--- src/common/vram_settings.svh ---
// VRAM address widths, step widths and host register offsets
`ifndef VRAM_SETTINGS_SVH
`define VRAM_SETTINGS_SVH

// Bus and register widths
`define VRAM_ADDR_W    17
`define BYTE_W         8
`define STEP_CODE_W    4
`define STEP_W         11
`define REG_ADDR_W     5

// Host register window offsets
`define REG_OFF_ADDR_L 0
`define REG_OFF_ADDR_M 1
`define REG_OFF_ADDR_H 2
`define REG_OFF_DATA0  3
`define REG_OFF_DATA1  4

`endif

--- src/common/vram_addr_pkg.sv ---
// Shared VRAM address types: register and port enums, host, port and bus structs
`include "vram_settings.svh"

package vram_addr_pkg;

    typedef logic [`VRAM_ADDR_W-1:0] vram_addr_t;
    typedef logic [`BYTE_W-1:0]      byte_t;

    typedef enum logic [`REG_ADDR_W-1:0] {
        REG_ADDR_L = `REG_OFF_ADDR_L,
        REG_ADDR_M = `REG_OFF_ADDR_M,
        REG_ADDR_H = `REG_OFF_ADDR_H,
        REG_DATA0  = `REG_OFF_DATA0,
        REG_DATA1  = `REG_OFF_DATA1
    } reg_addr_e;

    typedef enum logic {
        PORT_0 = 1'b0,
        PORT_1 = 1'b1
    } vram_port_e;

    // One host bus cycle, read and write are single-cycle strobes
    typedef struct packed {
        logic                   read;
        logic                   write;
        logic [`REG_ADDR_W-1:0] reg_addr;
        byte_t                  wr_data;
    } host_access_t;

    typedef struct packed {
        logic  set_low;
        logic  set_mid;
        logic  set_high;
        logic  step;
        byte_t wr_data;
    } port_cmd_t;

    typedef struct packed {
        vram_addr_t              addr;
        logic [`STEP_CODE_W-1:0] incr;
        logic                    decr;
    } port_state_t;

    typedef struct packed {
        logic       valid;
        logic       write;
        vram_port_e port;
        byte_t      wr_data;
    } data_req_t;

    typedef struct packed {
        logic       do_access;
        logic       write;
        vram_addr_t addr;
        byte_t      wr_data;
    } vram_bus_t;

endpackage

--- src/addr_port/addr_port.sv ---
// VRAM address port: address register, step code and signed step table
`timescale 1ns/1ns
`include "vram_settings.svh"

module addr_port (
    input  logic                       clk,
    input  logic                       reset,
    input  vram_addr_pkg::port_cmd_t   cmd,
    output vram_addr_pkg::port_state_t state
);
    import vram_addr_pkg::*;

    logic [`STEP_W-1:0] step_mag;
    logic [`STEP_W-1:0] step_val;
    vram_addr_t         step_ext;
    vram_addr_t         addr_next;

    //////////////////////////////////////////////////////////////////////
    // Step table
    //////////////////////////////////////////////////////////////////////

    // Codes 1 to 10 are powers of two, 11 up are row pitches
    always_comb begin
        case (state.incr)
            0:  step_mag = `STEP_W'(0);
            1:  step_mag = `STEP_W'(1);
            2:  step_mag = `STEP_W'(2);
            3:  step_mag = `STEP_W'(4);
            4:  step_mag = `STEP_W'(8);
            5:  step_mag = `STEP_W'(16);
            6:  step_mag = `STEP_W'(32);
            7:  step_mag = `STEP_W'(64);
            8:  step_mag = `STEP_W'(128);
            9:  step_mag = `STEP_W'(256);
            10: step_mag = `STEP_W'(512);
            11: step_mag = `STEP_W'(40);
            12: step_mag = `STEP_W'(80);
            13: step_mag = `STEP_W'(160);
            14: step_mag = `STEP_W'(320);
            15: step_mag = `STEP_W'(640);
        endcase
    end

    assign step_val = state.decr ? -step_mag : step_mag;

    // Sign extend so a decrement wraps below zero
    assign step_ext = {{(`VRAM_ADDR_W - `STEP_W){step_val[`STEP_W-1]}}, step_val};

    //////////////////////////////////////////////////////////////////////
    // Address update
    //////////////////////////////////////////////////////////////////////

    always_comb begin
        addr_next = state.addr;
        if (cmd.step) begin
            addr_next = state.addr + step_ext;
        end else begin
            if (cmd.set_low) begin
                addr_next[`BYTE_W-1:0] = cmd.wr_data;
            end
            if (cmd.set_mid) begin
                addr_next[2*`BYTE_W-1:`BYTE_W] = cmd.wr_data;
            end
            if (cmd.set_high) begin
                addr_next[2*`BYTE_W] = cmd.wr_data[0];
            end
        end
    end

    always_ff @(posedge clk or posedge reset) begin
        if (reset) begin
            state <= '0;
        end else begin
            state.addr <= addr_next;
            // High byte also carries the step code and direction
            if (cmd.set_high) begin
                state.incr <= cmd.wr_data[`BYTE_W-1:`BYTE_W-`STEP_CODE_W];
                state.decr <= cmd.wr_data[`BYTE_W-`STEP_CODE_W-1];
            end
        end
    end

endmodule

--- src/verilog/addr_data.sv ---
// Address and data register block top: decode, two address ports, VRAM sequencer
`timescale 1ns/1ns

module addr_data (
    input  logic                       clk,
    input  logic                       reset,
    input  vram_addr_pkg::host_access_t host,
    input  logic                       addr_select,
    input  vram_addr_pkg::byte_t       vram_rddata,
    output vram_addr_pkg::port_state_t port_0,
    output vram_addr_pkg::port_state_t port_1,
    output vram_addr_pkg::byte_t       data0,
    output vram_addr_pkg::byte_t       data1,
    output vram_addr_pkg::vram_bus_t   bus
);
    import vram_addr_pkg::*;

    port_cmd_t cmd_0;
    port_cmd_t cmd_1;
    data_req_t data_req;

    //////////////////////////////////////////////////////////////////////
    // Register decode
    //////////////////////////////////////////////////////////////////////

    reg_decode u_reg_decode (
        .host        (host),
        .addr_select (addr_select),
        .cmd_0       (cmd_0),
        .cmd_1       (cmd_1),
        .data_req    (data_req)
    );

    //////////////////////////////////////////////////////////////////////
    // Address ports
    //////////////////////////////////////////////////////////////////////

    addr_port u_port_0 (
        .clk   (clk),
        .reset (reset),
        .cmd   (cmd_0),
        .state (port_0)
    );

    addr_port u_port_1 (
        .clk   (clk),
        .reset (reset),
        .cmd   (cmd_1),
        .state (port_1)
    );

    //////////////////////////////////////////////////////////////////////
    // VRAM access and fetch-ahead
    //////////////////////////////////////////////////////////////////////

    vram_access u_vram_access (
        .clk         (clk),
        .reset       (reset),
        .data_req    (data_req),
        .cmd_0       (cmd_0),
        .cmd_1       (cmd_1),
        .state_0     (port_0),
        .state_1     (port_1),
        .vram_rddata (vram_rddata),
        .bus         (bus),
        .data0       (data0),
        .data1       (data1)
    );

endmodule

--- src/verilog/reg_decode.sv ---
// Host register decode into per-port commands and a DATA access request
`timescale 1ns/1ns

module reg_decode (
    input  vram_addr_pkg::host_access_t host,
    input  logic                        addr_select,
    output vram_addr_pkg::port_cmd_t    cmd_0,
    output vram_addr_pkg::port_cmd_t    cmd_1,
    output vram_addr_pkg::data_req_t    data_req
);
    import vram_addr_pkg::*;

    reg_addr_e reg_sel;
    logic      data_access;

    assign reg_sel     = reg_addr_e'(host.reg_addr);
    assign data_access = host.read | host.write;

    always_comb begin
        cmd_0            = '0;
        cmd_1            = '0;
        data_req         = '0;
        cmd_0.wr_data    = host.wr_data;
        cmd_1.wr_data    = host.wr_data;
        data_req.wr_data = host.wr_data;
        data_req.write   = host.write;

        case (reg_sel)
            // Address bytes go to the port picked by the select level
            REG_ADDR_L: begin
                cmd_0.set_low = host.write & ~addr_select;
                cmd_1.set_low = host.write & addr_select;
            end
            REG_ADDR_M: begin
                cmd_0.set_mid = host.write & ~addr_select;
                cmd_1.set_mid = host.write & addr_select;
            end
            REG_ADDR_H: begin
                cmd_0.set_high = host.write & ~addr_select;
                cmd_1.set_high = host.write & addr_select;
            end
            // Data reads and writes both step their own port
            REG_DATA0: begin
                cmd_0.step     = data_access;
                data_req.valid = data_access;
                data_req.port  = PORT_0;
            end
            REG_DATA1: begin
                cmd_1.step     = data_access;
                data_req.valid = data_access;
                data_req.port  = PORT_1;
            end
            default: ;
        endcase
    end

endmodule

--- src/verilog/vram_access.sv ---
// VRAM bus sequencer: host write pass-through, fetch-ahead reads, DATA0/DATA1 capture
`timescale 1ns/1ns

module vram_access (
    input  logic                       clk,
    input  logic                       reset,
    input  vram_addr_pkg::data_req_t   data_req,
    input  vram_addr_pkg::port_cmd_t   cmd_0,
    input  vram_addr_pkg::port_cmd_t   cmd_1,
    input  vram_addr_pkg::port_state_t state_0,
    input  vram_addr_pkg::port_state_t state_1,
    input  vram_addr_pkg::byte_t       vram_rddata,
    output vram_addr_pkg::vram_bus_t   bus,
    output vram_addr_pkg::byte_t       data0,
    output vram_addr_pkg::byte_t       data1
);
    import vram_addr_pkg::*;

    logic       change_0;
    logic       change_1;
    logic       fetch_ahead;
    vram_port_e fetch_port;
    // Port of the read on the bus, then of the byte coming back
    vram_port_e read_port;
    vram_port_e save_port;
    logic       save_result;
    vram_bus_t  bus_next;

    assign change_0 = cmd_0.set_low | cmd_0.set_mid | cmd_0.set_high | cmd_0.step;
    assign change_1 = cmd_1.set_low | cmd_1.set_mid | cmd_1.set_high | cmd_1.step;

    //////////////////////////////////////////////////////////////////////
    // Next bus request
    //////////////////////////////////////////////////////////////////////

    always_comb begin
        bus_next           = bus;
        bus_next.do_access = 1'b0;
        bus_next.write     = 1'b0;

        // Host write uses the address from before the step
        if (data_req.valid && data_req.write) begin
            bus_next.do_access = 1'b1;
            bus_next.write     = 1'b1;
            bus_next.addr      = (data_req.port == PORT_1) ? state_1.addr : state_0.addr;
            bus_next.wr_data   = data_req.wr_data;
        end

        // Fetch-ahead takes the bus over a write in the same cycle
        if (fetch_ahead) begin
            bus_next.do_access = 1'b1;
            bus_next.write     = 1'b0;
            bus_next.addr      = (fetch_port == PORT_1) ? state_1.addr : state_0.addr;
        end
    end

    //////////////////////////////////////////////////////////////////////
    // Pipeline registers
    //////////////////////////////////////////////////////////////////////

    always_ff @(posedge clk or posedge reset) begin
        if (reset) begin
            bus         <= '0;
            fetch_ahead <= 1'b0;
            save_result <= 1'b0;
            data0       <= '0;
            data1       <= '0;
        end else begin
            bus         <= bus_next;
            fetch_ahead <= change_0 | change_1;
            // VRAM byte is valid the cycle after the read request
            save_result <= bus.do_access & ~bus.write;
            if (save_result && save_port == PORT_0) begin
                data0 <= vram_rddata;
            end
            if (save_result && save_port == PORT_1) begin
                data1 <= vram_rddata;
            end
        end
    end

    // Port tags follow the read through bus and capture stages
    always_ff @(posedge clk) begin
        if (change_0) begin
            fetch_port <= PORT_0;
        end else if (change_1) begin
            fetch_port <= PORT_1;
        end
        if (fetch_ahead) begin
            read_port <= fetch_port;
        end
        save_port <= read_port;
    end

endmodule
--- config.mk ---
export PLATFORM = sky130hd
export DESIGN_NAME = addr_data
export DESIGN_NICKNAME = d
export VERILOG_FILES = /design/src/common/vram_addr_pkg.sv /design/src/addr_port/addr_port.sv /design/src/verilog/addr_data.sv /design/src/verilog/reg_decode.sv /design/src/verilog/vram_access.sv
export VERILOG_INCLUDE_DIRS = /design/src /design/src/common
export SDC_FILE = /design/constraint.sdc
export NUM_CORES = 1
export LEC_CHECK = 0
export BUFFER_PORTS_ARGS = -buffer_cell sky130_fd_sc_hd__buf_2
export CAP_MARGIN = 20
export CORE_UTILIZATION = 64
export CTS_BUF_LIST = sky130_fd_sc_hd__clkbuf_4
export DETAILED_ROUTE_END_ITERATION = 10
export PLACE_DENSITY = 0.88
export SETUP_SLACK_MARGIN = 0.05
export SYNTH_ARGS = -nofsm -noshare
export SYNTH_HDL_FRONTEND = slang
export SYNTH_HIERARCHICAL = 1
export SYNTH_SLANG_ARGS = --single-unit
--- constraint.sdc ---
create_clock -name clk -period 6.8 [get_ports clk]
set_clock_uncertainty 0.2 [all_clocks]
set_input_delay 1.02 -clock clk [delete_from_list [all_inputs] [get_ports clk]]
set_output_delay 1.02 -clock clk [all_outputs]
set_load 0.02 [all_outputs]
==> results by group <==
Global route
  – Number of global-route vias before repair: between 5,000 and 6,000
  – Antenna violations before repair: 0
  – Gr ovfl total: 0
  – Global-route wire length before repair: roughly 30,000 µm
  – Largest net degree at the start of global routing: 46
  – Total GRT Usage: between 30% and 40%

Finish
  – Final std cells w/o fill: roughly 1,000
  – Final #Nets: 938
  – Multi-input combinational cell area: roughly 4200 µm²
  – Filler Cells Inserted: approximately 890
  – Layout Area Growth over Synthesis: 6.42%
  – Share of post-route cells with drive strength above 1: between 20% and 30%
  – FF+latch area: roughly 2300 µm²
  – N_diodes: 0

Synth
  – Share of flip-flops with an asynchronous set or reset: between 90% and 100%
  – Mean Syn Cell Area: ~8.7 µm²
  – Most used flip-flop cell after synthesis: dfrtp_1
  – Post-synth cell types: 73
  – Synthesized area: 7100 µm²
  – Post-synthesis cell count: between 800 and 900
  – Synth top cells by count: nand2_1 (112), dfrtp_1 (89), o21ai_0 (80)
  – Seq/Total Area, Yosys: roughly 32%
  – Cell accounting for the most synthesized area: dfrtp_1
  – YS warnings: 6
  – Yosys reg bits: a little over 90
  – Syn Nets: a little under 900
  – Post-synth EDFFs: 1
  – Most frequent cell after synthesis: nand2_1
  – Yosys top cell area share: 31.4%
  – Largest cells by area after synthesis: dfrtp_1 (31%), ha_1 (6.3%), nand2_1 (5.9%), o21ai_0 (5.6%), mux2i_1 (4.9%)

STA
  – RSZ-0062 raised after global routing: no
  – Slew Viols, Final: 0
  – Slew margin rel.: approximately a quarter
  – Maximum clock rate: 0.255 GHz
  – Worst slew pin tran: approximately 1.1 ns
  – Minimum clock period: approximately 3.9 ns
  – Fin. Hold Viols: 0
  – Hold slack: 0.160 ns
  – Fin crit share: 57.8%
  – Setup violations, final: 0
  – Setup TNS: 0 ns

Detailed routing
  – DR vias: 6,686
  – Drt pass-1 iters: 6
  – WL per Instance: about 19 µm
  – Routed Antenna Nets: 0
  – DRC violations left: 0
  – Vias/cell: between 6 and 7
  – Routed wire length: 18,900 µm
  – Drt initial violations: roughly 600

CTS
  – CTS tree: built
  – Clk Latency, worst-skew pair: 0.44 ns
  – Bufs on Longest Clock Path: 2
  – CTS hold repair buffers: 0
  – Worst-path clk slew: 0.14 ns
  – CTS sink cnt: between 90 and 100
  – Clock tree root driver cell: clkbuf_4
  – Post-CTS resize count: 0
  – H-tree levels: 3
  – Post-CTS Setup Bufs: 0
  – Num CTS Buffers: 9

Critical path
  – Worst Path Max Fanout: 14
  – Critical Path RT: ~6.9 ns
  – Worst setup EP type: flip-flop
  – Cell family with most CP delay: compound AO/OA/AOI/OAI gates
  – Critical path type: flip-flop to flip-flop
  – CP Launch Type: flip-flop
  – Crit path DAT: around 4.1 ns
  – Most used cell, CP: o21ai_0
  – CP cell instances: nor2_1, nand3_1, ha_1, nand2b_1, nand3_1, o21ai_0, a22oi_1, o21ai_0, ha_1, a21oi_1, o21ai_0, a2111oi_0, o31a_1, nor3_1
  – Buffers & Inverters on Critical Path: 0
  – Largest stage delay, worst path: between 0.5 and 0.6 ns
  – CP max stage cell: dfrtp_1

Die
  – Initial cell density of the core: between 60% and 70%
  – Die Y: between 100 and 150 µm
  – Full die area: 11,500 µm²
  – Ports: between 100 and 150
  – # rows: 38
  – Core area: ~11,000 µm²
  – DIE WIDTH: 107 µm

Placement
  – Post-DP HPWL: 13,800 µm
  – Placer Congestion: 0.933
  – Cell count after placement: roughly 1,000
  – IO buf count: approximately 110

Hold path
  – Hold crit path type: flip-flop to flip-flop

Pwr
  – Power Dens Cells: approximately 430 nW/µm²
  – Tot Pwr: about 3.3 mW
  – Static Leak: 3.38 nW
  – Max rail drop VDD: just over 0.3 mV

Flow run
  – Max Cap Violations: 0

Outcome
  – Status: complete, no violations
## placed cells by master (no fill, tap or decap), types with 5 or more instances in the layout
cell,instances
buf_2,112
nand2_1,112
dfrtp_1,89
o21ai_0,80
a21oi_1,46
ha_1,36
mux2i_1,35
a211oi_1,28
mux2_2,28
nor2_1,27
nor2b_1,25
inv_1,23
o22ai_1,21
xor2_1,20
nand3_1,19
clkbuf_4,12
or3_1,7
o21ai_1,7
a211oi_2,7
nand2b_1,7
nor4_1,6
o211ai_1,6
nor3_1,6
and2_1,5
a21boi_0,5
and2b_1,5
## layout make-up
cell class,count,share of cell area [%]
Clock buffer,12,1.19
Sequential cell,92,30.4
Inverter,31,1.54
Tap cell,140,2.32
Clock inverter,3,0.530
Timing Repair Buffer,115,7.72
Multi-Input combinational cell,625,56.3
## cell families after synthesis
logic type / after synthesis / synth area share [%]
mux: 63 / 9.38
fa+ha+maj: 38 / 6.91
simple gates: 243 / 16.7
flops: 92 / 32.4
xor+xnor: 24 / 2.96
compound gates: 257 / 23.8
buf+inv: 98 / 7.92
## final timing paths
check	startpoint	to	slack, ns	depth (start not counted)
worst max-delay path	u_port_0/state[4]$_DFFE_PP0P_	u_port_0/state[18]$_DFFE_PP0P_	2.87	14
worst min-delay path	u_vram_access/read_port$_DFFE_PP_	u_vram_access/save_port$_DFF_P_	0.16	0
min in group asynchronous	reset	u_port_1/state[19]$_DFFE_PP0P_	0.57	2
worst min register to register	u_vram_access/read_port$_DFFE_PP_	u_vram_access/save_port$_DFF_P_	0.16	0
max in group asynchronous	reset	u_vram_access/data0[4]$_DFFE_PP0P_	5.20	2
worst max register to register	u_port_0/state[4]$_DFFE_PP0P_	u_port_0/state[18]$_DFFE_PP0P_	2.87	14
## metrics by stage
step	area, µm²	util (%)	worst slack (ns)
3_3_place_gp	7420	68.5	3.05
2_1_floorplan	7100	-	3.32
4_1_cts	7550	69.7	2.95
6_report	7550	69.7	2.87
3_5_place_dp	7420	68.5	2.96
5_1_grt	7550	69.7	2.56
## sequential cells by signal, summed over array words and instances (netlist names)
signal	flops
u_port_0/state	22
u_port_1/state	22
u_vram_access/bus	27
u_vram_access/data0	8
u_vram_access/data1	8
u_vram_access/fetch_ahead	1
u_vram_access/fetch_port	1
u_vram_access/read_port	1
u_vram_access/save_port	1
u_vram_access/save_result	1
## power by group
part	internal, mW	switching (mW)
Sequential	0.735	0.274
Combinational	0.764	1.19
Clock	0.122	0.178
## layer usage
layer	GRT usage, %	vias up	share of wire, %
li1	-	3075	-
met1	46.5	3194	44
met2	53.1	360	45
met3	4.48	57	7.9
met4	13.5	0	3.3
met5	0	-	0
Note: power is estimated with default switching activity, not from simulation.
